File: config.mk
export PLATFORM = sky130hd
export DESIGN_NAME = packet_interface
export DESIGN_NICKNAME = d
export VERILOG_FILES = /design/src/hdl/ucaspian_link_pkg.sv /design/src/hdl/packet_rx_parser.sv /design/src/hdl/tx_response_select.sv /design/src/hdl/tx_serializer.sv /design/src/hdl/packet_interface.sv
export SDC_FILE = /design/constraint.sdc
export NUM_CORES = 1
export LEC_CHECK = 0
export ABC_AREA = 0
export BUFFER_PORTS_ARGS = -buffer_cell sky130_fd_sc_hd__buf_4
export CORE_AREA = 5 5 128 130
export DETAILED_ROUTE_END_ITERATION = 10
export DIE_AREA = 0 0 133 135
export HOLD_SLACK_MARGIN = 0.15
export PLACE_DENSITY_LB_ADDON = 0.2
export SETUP_SLACK_MARGIN = 0.3
export SYNTH_ARGS = -nofsm -noshare
export SYNTH_HDL_FRONTEND = slang
export SYNTH_SLANG_ARGS = --single-unit
File: constraint.sdc
create_clock -name clk -period 2.3 [get_ports clk]
set_input_delay 0.46 -clock clk [delete_from_list [all_inputs] [get_ports clk]]
set_output_delay 0.46 -clock clk [all_outputs]
set_load 0.005 [all_outputs]
File: src/hdl/ucaspian_link_pkg.sv
// Shared types and constants for the host packet link.
// Host links carry one byte per transfer. Network time width must be a multiple of 8.
`default_nettype none

package ucaspian_link_pkg;

    // one byte on either host link
    typedef logic [7:0] pkt_byte_t;

    // host to core opcodes
    localparam pkt_byte_t OP_STEP    = 8'h01;
    localparam pkt_byte_t OP_METRIC  = 8'h02;
    localparam pkt_byte_t OP_CLR_ACT = 8'h04;
    localparam pkt_byte_t OP_CLR_CFG = 8'h05;

    // set in the opcode of an input fire, low bits are the fire address
    localparam int FIRE_FLAG_BIT = 7;

    // core to host packet headers
    localparam pkt_byte_t TX_HDR_TIME   = 8'h01;
    localparam pkt_byte_t TX_HDR_FIRE   = 8'h80;
    localparam pkt_byte_t TX_HDR_METRIC = 8'h02;
    localparam pkt_byte_t TX_HDR_CLEAR  = 8'h04;

    // host-bound response kinds
    typedef enum logic [1:0] {
        RESP_TIME,
        RESP_FIRE,
        RESP_METRIC,
        RESP_CLEAR
    } resp_kind_t;

    // packet lengths in bytes, header included
    localparam int LEN_FIRE   = 2;
    localparam int LEN_METRIC = 3;
    localparam int LEN_CLEAR  = 1;

    localparam int TIME_W_DEFAULT = 32;

endpackage

`default_nettype wire

File: src/hdl/packet_rx_parser.sv
// Host command parser. Expects rx_byte_take to already include valid and the
// gated ready. One request to the core is pending at a time; no bytes are taken
// until it is acknowledged. Unknown opcodes without the fire flag are dropped.
`timescale 1ns/100ps
`default_nettype none

module packet_rx_parser (
    input  logic                         clk,
    input  logic                         reset,
    input  ucaspian_link_pkg::pkt_byte_t rx_packet_data,
    input  bit                           rx_byte_take,
    input  logic                         input_fire_ack,
    input  logic                         time_target_ack,
    input  logic                         metric_sent,
    input  logic                         ack_sent,
    output logic                         rx_ready,
    output ucaspian_link_pkg::pkt_byte_t input_fire_addr,
    output ucaspian_link_pkg::pkt_byte_t input_fire_value,
    output logic                         input_fire_waiting,
    output ucaspian_link_pkg::pkt_byte_t time_target_value,
    output logic                         time_target_waiting,
    output ucaspian_link_pkg::pkt_byte_t metric_addr,
    output logic                         metric_read,
    output logic                         clear_act,
    output logic                         clear_config,
    output logic                         led
);

    typedef enum logic [2:0] {
        RX_IDLE,
        RX_FIRE,
        RX_STEP,
        RX_METRIC,
        RX_CLR_ACT,
        RX_CLR_CFG
    } rx_state_t;

    rx_state_t state;

    // clear states take no operand, other states wait for their request to finish
    assign rx_ready = (state != RX_CLR_ACT) && (state != RX_CLR_CFG) &&
                      !input_fire_waiting && !time_target_waiting && !metric_read;

    assign led = (state == RX_IDLE);

    always_ff @(posedge clk) begin
        if (reset) begin
            state               <= RX_IDLE;
            input_fire_waiting  <= 1'b0;
            time_target_waiting <= 1'b0;
            metric_read         <= 1'b0;
            clear_act           <= 1'b0;
            clear_config        <= 1'b0;
        end else begin
            case (state)
                RX_IDLE: begin
                    if (rx_byte_take) begin
                        if (rx_packet_data[ucaspian_link_pkg::FIRE_FLAG_BIT]) begin
                            state <= RX_FIRE;
                        end else begin
                            case (rx_packet_data)
                                ucaspian_link_pkg::OP_STEP:   state <= RX_STEP;
                                ucaspian_link_pkg::OP_METRIC: state <= RX_METRIC;
                                ucaspian_link_pkg::OP_CLR_ACT: begin
                                    state     <= RX_CLR_ACT;
                                    clear_act <= 1'b1;
                                end
                                ucaspian_link_pkg::OP_CLR_CFG: begin
                                    state        <= RX_CLR_CFG;
                                    clear_config <= 1'b1;
                                end
                                // unknown opcode, drop it
                                default: state <= RX_IDLE;
                            endcase
                        end
                    end
                end
                RX_FIRE: begin
                    if (input_fire_waiting) begin
                        if (input_fire_ack) begin
                            input_fire_waiting <= 1'b0;
                            state              <= RX_IDLE;
                        end
                    end else if (rx_byte_take) begin
                        input_fire_waiting <= 1'b1;
                    end
                end
                RX_STEP: begin
                    if (time_target_waiting) begin
                        if (time_target_ack) begin
                            time_target_waiting <= 1'b0;
                            state               <= RX_IDLE;
                        end
                    end else if (rx_byte_take) begin
                        time_target_waiting <= 1'b1;
                    end
                end
                RX_METRIC: begin
                    // released once the metric packet has left
                    if (metric_read) begin
                        if (metric_sent) begin
                            metric_read <= 1'b0;
                            state       <= RX_IDLE;
                        end
                    end else if (rx_byte_take) begin
                        metric_read <= 1'b1;
                    end
                end
                RX_CLR_ACT: begin
                    if (ack_sent) begin
                        clear_act <= 1'b0;
                        state     <= RX_IDLE;
                    end
                end
                RX_CLR_CFG: begin
                    if (ack_sent) begin
                        clear_config <= 1'b0;
                        state        <= RX_IDLE;
                    end
                end
                default: state <= RX_IDLE;
            endcase
        end
    end

    // operand capture, held steady while the request is pending
    always_ff @(posedge clk) begin
        if (rx_byte_take) begin
            case (state)
                RX_IDLE: input_fire_addr <=
                    {1'b0, rx_packet_data[ucaspian_link_pkg::FIRE_FLAG_BIT-1:0]};
                RX_FIRE:   input_fire_value  <= rx_packet_data;
                RX_STEP:   time_target_value <= rx_packet_data;
                RX_METRIC: metric_addr       <= rx_packet_data;
                default: ;
            endcase
        end
    end

    // fire and step share one parser, so at most one can be in front of the core
    assert property (@(posedge clk) disable iff (reset)
        !(input_fire_waiting && time_target_waiting));

endmodule

`default_nettype wire

File: src/hdl/tx_response_select.sv
// Picks the next host-bound response in fixed priority, one in flight at a time.
// Requesters must drop their request within one cycle of the sent strobe.
`timescale 1ns/100ps
`default_nettype none

module tx_response_select (
    input  logic                          clk,
    input  logic                          reset,
    input  logic                          time_update,
    input  logic                          time_remaining,
    input  logic                          output_fire_waiting,
    input  logic                          metric_send,
    input  logic                          clear_done,
    input  logic                          resp_done,
    output logic                          resp_start,
    output ucaspian_link_pkg::resp_kind_t resp_kind,
    output logic                          time_sent,
    output logic                          output_fire_sent,
    output logic                          metric_sent,
    output logic                          ack_sent
);

    logic in_flight;
    logic holdoff;
    logic sent_any;
    logic arb_en;
    logic req_time;
    logic req_any;
    ucaspian_link_pkg::resp_kind_t next_kind;

    always_comb begin
        // a pending output fire lets the time report through early
        req_time = time_update && (!time_remaining || output_fire_waiting);
        req_any  = req_time || output_fire_waiting || metric_send || clear_done;
        if (req_time) begin
            next_kind = ucaspian_link_pkg::RESP_TIME;
        end else if (output_fire_waiting) begin
            next_kind = ucaspian_link_pkg::RESP_FIRE;
        end else if (metric_send) begin
            next_kind = ucaspian_link_pkg::RESP_METRIC;
        end else begin
            next_kind = ucaspian_link_pkg::RESP_CLEAR;
        end
    end

    assign sent_any = time_sent || output_fire_sent || metric_sent || ack_sent;
    assign arb_en   = !in_flight && !sent_any && !holdoff;

    always_ff @(posedge clk) begin
        if (reset) begin
            resp_start       <= 1'b0;
            in_flight        <= 1'b0;
            holdoff          <= 1'b0;
            time_sent        <= 1'b0;
            output_fire_sent <= 1'b0;
            metric_sent      <= 1'b0;
            ack_sent         <= 1'b0;
        end else begin
            resp_start <= arb_en && req_any;
            if (arb_en && req_any) begin
                in_flight <= 1'b1;
            end else if (resp_done) begin
                in_flight <= 1'b0;
            end
            time_sent        <= resp_done && (resp_kind == ucaspian_link_pkg::RESP_TIME);
            output_fire_sent <= resp_done && (resp_kind == ucaspian_link_pkg::RESP_FIRE);
            metric_sent      <= resp_done && (resp_kind == ucaspian_link_pkg::RESP_METRIC);
            ack_sent         <= resp_done && (resp_kind == ucaspian_link_pkg::RESP_CLEAR);
            // one quiet cycle after a sent strobe
            holdoff          <= sent_any;
        end
    end

    // kind stays put while in flight, used to route the sent strobe
    always_ff @(posedge clk) begin
        if (arb_en && req_any) begin
            resp_kind <= next_kind;
        end
    end

    assert property (@(posedge clk) disable iff (reset)
        resp_start |-> !$past(in_flight));

endmodule

`default_nettype wire

File: src/hdl/tx_serializer.sv
// Sends one host-bound packet per resp_start, header first, time bytes MSB first.
// TIME_W must be a multiple of 8. Metric address and value are sampled as their
// bytes are loaded, so they must stay valid until resp_done.
`timescale 1ns/100ps
`default_nettype none

module tx_serializer #(
    parameter int TIME_W = 32
) (
    input  logic                          clk,
    input  logic                          reset,
    input  logic                          resp_start,
    input  ucaspian_link_pkg::resp_kind_t resp_kind,
    input  logic [TIME_W-1:0]             time_current,
    input  ucaspian_link_pkg::pkt_byte_t  output_fire_addr,
    input  ucaspian_link_pkg::pkt_byte_t  metric_addr,
    input  ucaspian_link_pkg::pkt_byte_t  metric_value,
    input  logic                          tx_packet_rdy,
    output ucaspian_link_pkg::pkt_byte_t  tx_packet_data,
    output logic                          tx_packet_vld,
    output logic                          resp_done
);

    localparam int NBYTES = TIME_W / 8;
    localparam int CNT_W  = $clog2(NBYTES + 2);

    logic                          busy;
    logic [CNT_W-1:0]              load_cnt;
    logic [CNT_W-1:0]              pkt_len;
    logic [CNT_W-1:0]              start_len;
    logic [TIME_W-1:0]             time_shift;
    ucaspian_link_pkg::resp_kind_t kind_q;
    ucaspian_link_pkg::pkt_byte_t  fire_addr_q;
    ucaspian_link_pkg::pkt_byte_t  hdr_byte;
    ucaspian_link_pkg::pkt_byte_t  next_byte;
    logic                          load_next;
    logic                          finish;

    // header and length straight from the strobe so byte 0 goes out next cycle
    always_comb begin
        case (resp_kind)
            ucaspian_link_pkg::RESP_TIME: begin
                hdr_byte  = ucaspian_link_pkg::TX_HDR_TIME;
                start_len = CNT_W'(NBYTES + 1);
            end
            ucaspian_link_pkg::RESP_FIRE: begin
                hdr_byte  = ucaspian_link_pkg::TX_HDR_FIRE;
                start_len = CNT_W'(ucaspian_link_pkg::LEN_FIRE);
            end
            ucaspian_link_pkg::RESP_METRIC: begin
                hdr_byte  = ucaspian_link_pkg::TX_HDR_METRIC;
                start_len = CNT_W'(ucaspian_link_pkg::LEN_METRIC);
            end
            default: begin
                hdr_byte  = ucaspian_link_pkg::TX_HDR_CLEAR;
                start_len = CNT_W'(ucaspian_link_pkg::LEN_CLEAR);
            end
        endcase
    end

    always_comb begin
        case (kind_q)
            ucaspian_link_pkg::RESP_FIRE:   next_byte = fire_addr_q;
            ucaspian_link_pkg::RESP_METRIC: next_byte = (load_cnt == 1) ? metric_addr
                                                                        : metric_value;
            default:                        next_byte = time_shift[TIME_W-1 -: 8];
        endcase
    end

    // valid stays high for the whole packet, so ready alone moves it on
    assign load_next = busy && tx_packet_rdy && (load_cnt != pkt_len);
    assign finish    = busy && tx_packet_rdy && (load_cnt == pkt_len);

    always_ff @(posedge clk) begin
        if (reset) begin
            busy          <= 1'b0;
            tx_packet_vld <= 1'b0;
            resp_done     <= 1'b0;
            load_cnt      <= '0;
        end else begin
            resp_done <= finish;
            if (resp_start) begin
                busy          <= 1'b1;
                tx_packet_vld <= 1'b1;
                load_cnt      <= CNT_W'(1);
            end else if (load_next) begin
                load_cnt <= load_cnt + 1'b1;
            end else if (finish) begin
                busy          <= 1'b0;
                tx_packet_vld <= 1'b0;
            end
        end
    end

    always_ff @(posedge clk) begin
        if (resp_start) begin
            kind_q         <= resp_kind;
            pkt_len        <= start_len;
            time_shift     <= time_current;
            fire_addr_q    <= output_fire_addr;
            tx_packet_data <= hdr_byte;
        end else if (load_next) begin
            tx_packet_data <= next_byte;
            time_shift     <= time_shift << 8;
        end
    end

    assert property (@(posedge clk) disable iff (reset)
        tx_packet_vld && !tx_packet_rdy |=> tx_packet_vld && $stable(tx_packet_data));

endmodule

`default_nettype wire

File: src/hdl/packet_interface.sv
// Host packet link top. Host bytes are held off while network time is moving
// or a time update is pending. Neuron and synapse configuration are not supported.
`timescale 1ns/100ps
`default_nettype none

module packet_interface #(
    parameter int TIME_W = ucaspian_link_pkg::TIME_W_DEFAULT
) (
    input  logic                         clk,
    input  logic                         reset,
    input  logic                         core_active,
    output logic                         ack_sent,
    output logic                         led,
    output logic                         clear_act,
    output logic                         clear_config,
    input  logic                         clear_done,
    input  logic                         time_remaining,
    input  logic [TIME_W-1:0]            time_current,
    input  logic                         time_update,
    output logic                         time_sent,
    output ucaspian_link_pkg::pkt_byte_t time_target_value,
    output logic                         time_target_waiting,
    input  logic                         time_target_ack,
    input  ucaspian_link_pkg::pkt_byte_t output_fire_addr,
    input  logic                         output_fire_waiting,
    output logic                         output_fire_sent,
    output ucaspian_link_pkg::pkt_byte_t input_fire_addr,
    output ucaspian_link_pkg::pkt_byte_t input_fire_value,
    output logic                         input_fire_waiting,
    input  logic                         input_fire_ack,
    output ucaspian_link_pkg::pkt_byte_t metric_addr,
    input  ucaspian_link_pkg::pkt_byte_t metric_value,
    output logic                         metric_read,
    input  logic                         metric_send,
    input  ucaspian_link_pkg::pkt_byte_t rx_packet_data,
    input  logic                         rx_packet_vld,
    output logic                         rx_packet_rdy,
    output ucaspian_link_pkg::pkt_byte_t tx_packet_data,
    output logic                         tx_packet_vld,
    input  logic                         tx_packet_rdy
);

    logic                          parser_rdy;
    logic                          rx_byte_take;
    logic                          metric_sent;
    logic                          resp_start;
    logic                          resp_done;
    ucaspian_link_pkg::resp_kind_t resp_kind;

    // no new commands while time runs or a time report is due
    assign rx_packet_rdy = parser_rdy && !time_remaining && !time_update;
    assign rx_byte_take  = rx_packet_rdy && rx_packet_vld;

    packet_rx_parser u_rx_parser (
        .clk                 (clk),
        .reset               (reset),
        .rx_packet_data      (rx_packet_data),
        .rx_byte_take        (rx_byte_take),
        .input_fire_ack      (input_fire_ack),
        .time_target_ack     (time_target_ack),
        .metric_sent         (metric_sent),
        .ack_sent            (ack_sent),
        .rx_ready            (parser_rdy),
        .input_fire_addr     (input_fire_addr),
        .input_fire_value    (input_fire_value),
        .input_fire_waiting  (input_fire_waiting),
        .time_target_value   (time_target_value),
        .time_target_waiting (time_target_waiting),
        .metric_addr         (metric_addr),
        .metric_read         (metric_read),
        .clear_act           (clear_act),
        .clear_config        (clear_config),
        .led                 (led)
    );

    tx_response_select u_tx_select (
        .clk                 (clk),
        .reset               (reset),
        .time_update         (time_update),
        .time_remaining      (time_remaining),
        .output_fire_waiting (output_fire_waiting),
        .metric_send         (metric_send),
        .clear_done          (clear_done),
        .resp_done           (resp_done),
        .resp_start          (resp_start),
        .resp_kind           (resp_kind),
        .time_sent           (time_sent),
        .output_fire_sent    (output_fire_sent),
        .metric_sent         (metric_sent),
        .ack_sent            (ack_sent)
    );

    tx_serializer #(
        .TIME_W (TIME_W)
    ) u_tx_serializer (
        .clk              (clk),
        .reset            (reset),
        .resp_start       (resp_start),
        .resp_kind        (resp_kind),
        .time_current     (time_current),
        .output_fire_addr (output_fire_addr),
        .metric_addr      (metric_addr),
        .metric_value     (metric_value),
        .tx_packet_rdy    (tx_packet_rdy),
        .tx_packet_data   (tx_packet_data),
        .tx_packet_vld    (tx_packet_vld),
        .resp_done        (resp_done)
    );

endmodule

`default_nettype wire

# After elaboration in Yosys (flattened, before gate mapping)
# Index checks and enable logic that the tools add are counted.
[word_totals]
reg_bits = 106
in_bits = 68
output_inout_bits = 51
word_cells = 157
[op_classes]
addsub = 1
eq_ne = 33
muxes = 44
reduce_logical = 51
[ops]
columns = ["op", "count"]
rows = [
  ["32-bit 2-to-1 mux", 2],
  ["3-bit 2-to-1 mux", 9],
  ["8-bit 2-to-1 mux", 3],
  ["8-bit one-hot mux with 3 select lines", 1],
  ["1-bit 2-to-1 mux", 23],
  ["2-bit by 1-bit != test with 1-bit output (second input constant)", 10],
  ["1-bit logical AND", 18],
  ["8-bit by 3-bit == test with 1-bit output (second input constant)", 2],
  ["8-bit one-hot mux with 2 select lines", 1],
  ["3-bit one-hot mux with 5 select lines", 1],
  ["3-bit one-hot mux with 4 select lines", 1],
  ["2-bit AND reduction", 5],
  ["5-bit AND reduction", 2],
  ["2-bit nonzero test", 5],
  ["3-bit one-hot mux with 3 select lines", 1],
  ["8-bit by 1-bit == test with 1-bit output (second input constant)", 1],
  ["8-bit by 2-bit == test with 1-bit output (second input constant)", 1],
  ["1-bit zero test", 8],
  ["2-bit != test (second input constant)", 4],
  ["8-bit AND reduction", 1],
  ["1-bit logical OR", 7],
  ["2-bit == test (second input constant)", 3],
  ["3-bit by 1-bit == test with 1-bit output (second input constant)", 2],
  ["3-bit by 2-bit == test with 1-bit output (second input constant)", 2],
  ["other kinds (10)", 16],
]

# Depth between registers and ports, before layout
[logic_depth]
ltp_word = 10
mapped_depth = 7
ltp_nobuf = 6

# Hierarchy
# Synthesis repeated with hierarchy kept, for this count alone.
[hier_totals]
hier_cells = 301
area_unflattened_um2 = 4362.9
[by_module_without_submodules]
columns = ["mod", "n_inst", "cells_per_inst", "area_each_um2", "seq_area_each_um2"]
rows = [
  ["tx_serializer", 1, 176, 2600.0, 1691.6],
  ["packet_rx_parser", 1, 93, 1407.6, 1091.0],
  ["tx_response_select", 1, 30, 335.3, 200.2],
  ["packet_interface", 1, 2, 20.0, 0.0],
]

# Least setup slack after synthesis
# Ideal clock, no wire load.
[synth_timing]
path_kind = "reg-to-reg"
startpoint = "register u_tx_select.resp_start"
endpoint = "register u_tx_serializer.time_shift[0], enable pin"
setup_time_ns = 0.379
arrival_ns = 1.583
required_time_ns = 1.921
setup_slack_ns = 0.338
stages_incl_launch_ff = 3
path_buffers = 1
synth_period_minus_slack_ns = 1.962
cell_sequence = "dfxtp_1 > clkbuf_1 > or2_2"
[synth_via]
elab_chain_cells = 1
[synth_rtl]
columns = ["element", "line", "rtl"]
rows = [
  ["start, declared", "tx_response_select.sv:15", "output logic resp_start,"],
  ["start signal, assigned", "tx_response_select.sv:59", "resp_start <= arb_en && req_any;"],
  ["2-bit nonzero test (no line)", "-", ""],
  ["end signal, assigned", "tx_serializer.sv:99", "time_shift <= time_current;"],
  ["end signal, assigned", "tx_serializer.sv:104", "time_shift <= time_shift << 8;"],
  ["end, declared", "tx_serializer.sv:31", "logic [TIME_W-1:0] time_shift;"],
]
# Every way passes these cells.
# A chain may end at the register's enable or synchronous reset.

# Worst setup path in the final report
[layout_timing]
startpoint = "register u_rx_parser.input_fire_waiting"
endpoint = "output port rx_packet_rdy"
[layout_via]
elab_chain_cells = 6
[layout_rtl]
columns = ["element", "line", "rtl"]
rows = [
  ["start, declared", "packet_rx_parser.sv:19", "output logic input_fire_waiting,"],
  ["start signal, assigned", "packet_rx_parser.sv:49", "input_fire_waiting <= 1'b0;"],
  ["start signal, assigned", "packet_rx_parser.sv:81", "input_fire_waiting <= 1'b0;"],
  ["start signal, assigned", "packet_rx_parser.sv:85", "input_fire_waiting <= 1'b1;"],
  ["1-bit zero test", "packet_rx_parser.sv:42", "!input_fire_waiting && !time_target_waiting && !metric_read;"],
  ["1-bit logical AND", "packet_rx_parser.sv:41", "assign rx_ready = (state != RX_CLR_ACT) && (state != RX_CLR_CFG) &&"],
  ["1-bit logical AND (2 in series)", "packet_rx_parser.sv:42", ""],
  ["1-bit logical AND (2 in series)", "packet_interface.sv:51", "assign rx_packet_rdy = parser_rdy && !time_remaining && !time_update;"],
  ["end, declared", "packet_interface.sv:37", "output logic rx_packet_rdy,"],
]
# Every way passes these cells.

==> qor.yml <==
placement:
  port_buffers: 116
  dp_hpwl_um: 7238
  dp.cells: 598
  gp_congestion: 0.7549
  placedInstanceArea_mm2: 0.005545
hold_path:
  hold_depth: 1
  hold_path.class: "in -> reg"
  worstHoldStart: "output_fire_addr[5]"
  whs_endpoint: "u_tx_serializer.fire_addr_q[5]"
power_and_ir_drop:
  combinationalPowerShare_pct: 11.8
  power_frac_seq_pct: 54.9
  power.density_mw_per_mm2: 705.1
  switching_share_pct: 22.43
  clkPwrFrac_pct: 33.3
  power_uw: 4141
  p_int_uw: 3212
  irDropWorstVdd_mv: 0.3844
  switchingPower_uw: 928.8
  p_leak_uw: 0.002238
final_layout:
  antennaDiodeCount: 0
  final_core_util_pct: 39.07
  syn2layout_area_growth_pct: 32.00
  num-nets-final: 504
  instances_no_fill: 617
  final_layout_size_suffix_gt1_share_pct: 42.66
  fillers: 1431
  design_area_mm2: 0.005873
floorplan:
  die_area_mm2: 0.01796
  core_area_mm2: 0.01503
  rows: 45
  num_io_pins: 119
  start_util_pct: 29.60
  die_w_um: 133
  die_y_um: 135
detailed_routing:
  route.vias.total: 2815
  first_iter_violations: 131
  drtPass1Iterations: 4
  drc: 0
  routed_via_density: 4.562
  wl_per_cell_um: 16.13
  ant_nets: 0
  wl_um: 9953
critical_path:
  crit_path_end_kind: "output pin"
  cp.required_ns: 1.84
  worstSetupPathType: "reg -> out"
  reg2reg_from: "u_rx_parser.input_fire_waiting"
  worst_setup_path_start_kind: "flip-flop"
  reg2reg_slack_ns: 0.38
  r2r_cells: 4
  crit_path_max_incr_delay_ns: 0.55
  cp_cell_sequence: "or4_4 > nor3_4 > buf_4"
  cp.arrival_ns: 1.53
  crit_fanout: 2
  crit_slowest_cell: "or4_4"
  reg2reg_to: "u_rx_parser.input_fire_addr[0]"
logic_synthesis:
  netlist_area_mm2: 0.004449
  synth_compound_area_share_pct: 6.412
  synthMuxAreaShare_pct: 8.577
  syn-instance-count: 303
  synth_top_family_by_area: "simple AND/OR/NAND/NOR gates"
  yosysUniqueCellTypes: 46
  syn_area_per_cell_um2: 14.68
  yosys_warnings: 0
  synthFlopType: "edfxtp_1"
  yosysTopAreaCellShare_pct: 58.04
  synth_area_leaders: "edfxtp_1, dfxtp_1, mux2_2, ha_1, and2_1"
  synth_fp_nets: 383
  synth-xor-area-share_pct: 0.9843
  yosys.area_share.simple_pct: 10.88
  async_flop_share_pct: 0
  yosysSeqAreaShare_pct: 67.04
  synth-edff-count: 86
  yosys.area_share.adder_pct: 3.375
  synth_largest_area_cell: "edfxtp_1"
  synth-seq-cells: 106
timing:
  finalSetupTns_ns: 0
  maxSlewHeadroom_pct: 63.66
  period_share_pct: 86.59
  rsz0062_at_grt: "true"
  clock.fmax_mhz: 502.1
  fin_skew_ns: 0.004335
  setup_viol: 0
  period_minus_slack_ns: 1.992
  worst_pin_slew_ns: 0.5451
  hold_viol: 0
  maxSlewViolCount: 0
clocking:
  clk_path_buf_depth: 2
  h-tree-depth: 3
  hold_buffers: 0
  clk_latency_ns: 0.34
  cts_buffers: 9
  cts-root-buf: "clkbuf_16"
  cts_tree: "built"
  clk_pin_slew_ns: 0.07
  cts.sinks: 106
grt:
  grt_util_all_layers_pct: 11.20
  grt_pass1_wl_um: 15460
  grt.overflow.total: 0
  grt_pass1_vias: 2918
  grt_max_degree: 41
  antenna_found_initial: 0
status:
  outcome: "finished clean"
run:
  max_cap_viol_count: 0
state kept, by name, summed over array words and instances, names as in the netlist, 2 cells and up:
signal / count
u_tx_serializer.pkt_len: 3
u_tx_serializer.kind_q: 2
u_rx_parser.time_target_value: 8
u_rx_parser.input_fire_value: 8
u_tx_serializer.tx_packet_data: 8
u_tx_serializer.load_cnt: 3
u_tx_select.resp_kind: 2
u_tx_serializer.fire_addr_q: 8
u_tx_serializer.time_shift: 32
u_rx_parser.metric_addr: 8
u_rx_parser.input_fire_addr: 7
u_rx_parser.state: 3
how the worst max path moves through the flow:
| stage | cells past startpoint | start | slack [ns] | end |
|---|---|---|---|---|
| floorplan | 2 | u_tx_select.resp_start | 0.34 | u_tx_serializer.time_shift[0] |
| global placement | 4 | time_update | 0.03 | u_rx_parser.metric_addr[4] |
| detailed placement | 4 | time_update | 0.02 | u_rx_parser.metric_addr[3] |
| CTS | 3 | u_rx_parser.input_fire_waiting | 0.26 | rx_packet_rdy |
| global route | 3 | u_rx_parser.input_fire_waiting | 0.27 | rx_packet_rdy |
| finish | 3 | u_rx_parser.input_fire_waiting | 0.31 | rx_packet_rdy |
cell usage in the layout (no fill, tap or decap), types with 9 or more instances in the layout:
cell type / n
mux2_2: 25
nor2b_1: 13
and2_1: 12
dfxtp_1: 15
buf_4: 125
edfxtp_1: 86
nor2_1: 13
clkbuf_16: 9
inv_1: 11
ha_1: 12
nand2_1: 10
layer usage:
| layer | up-vias | global-route usage [%] | share of wire, % |
|---|---|---|---|
| met3 | 14 | 2.757 | 4.4 |
| met1 | 1374 | 13.63 | 43 |
| met4 | 0 | 5.774 | 2.3 |
| met2 | 56 | 18.48 | 50 |
| li1 | 1371 | - | - |
| met5 | - | 0 | 0 |
logic make-up after synthesis:
logic type | Yosys count
and+or+nand+nor | 80
other | 1
muxes | 34
AOI/OAI and AO/OA | 38
buffers and inverters | 27
adders and majority gates | 12
DFF | 106
xor gates and xnor gates | 5
critical path: cells and delay by family, from the launching register on:
kind / cells / cell delay, ns
buffers and inverters: 1 / 0.13
AND/OR/NAND/NOR: 2 / 0.73
flip-flops: 1 / 0.33
power groups by stage:
stage	clock (uW)	sequential, uW	combinational, uW
floorplan	0	2310	255
global placement	0	2310	483
detailed placement	0	2310	489
CTS	1430	2270	497
global route	1520	2280	543
finish	1380	2270	490
stage by stage:
step | setup slack (ns) | hold WS [ns]
after CTS | 0.2595 | 0.2736
after detailed placement | 0.01930 | 0.4723
final | 0.3084 | 0.2892
after global placement | 0.03240 | 0.4628
after global routing | 0.2666 | 0.2689
after floorplan | 0.3380 | 0.4499
Yosys cell counts (3+ instances only):
master and instances:
and2_1 15, ha_1 12, mux2_2 25, edfxtp_1 86, nor2b_1 14, nor2_1 13
o21ai_0 3, dfxtp_1 20, o31ai_1 4, a21oi_1 8, nand3b_1 3, a221oi_1 8
clkbuf_1 10, xnor2_1 5, mux2_1 8, a32oi_1 3, nor3_1 8, nand2_1 10
inv_1 11
cell type report:
class                   count  area (um2)  area share, %
clock buffers              12       236.5          4.026
clock inverters             4       18.77         0.3196
flip-flops and latches    106        2989          50.89
multi-input cells         170        1394          23.73
inverters                  11       41.29         0.7030
well taps                 188       235.2          4.005
repair buffers            126       958.4          16.32
what timing repair did:
item	4_1_cts	5_1_grt
endpoints found under the setup margin	34	39
pin swaps	2	2
buffers inserted	1	2
gates resized for setup	10	7
(Power assumes the default switching activity.)
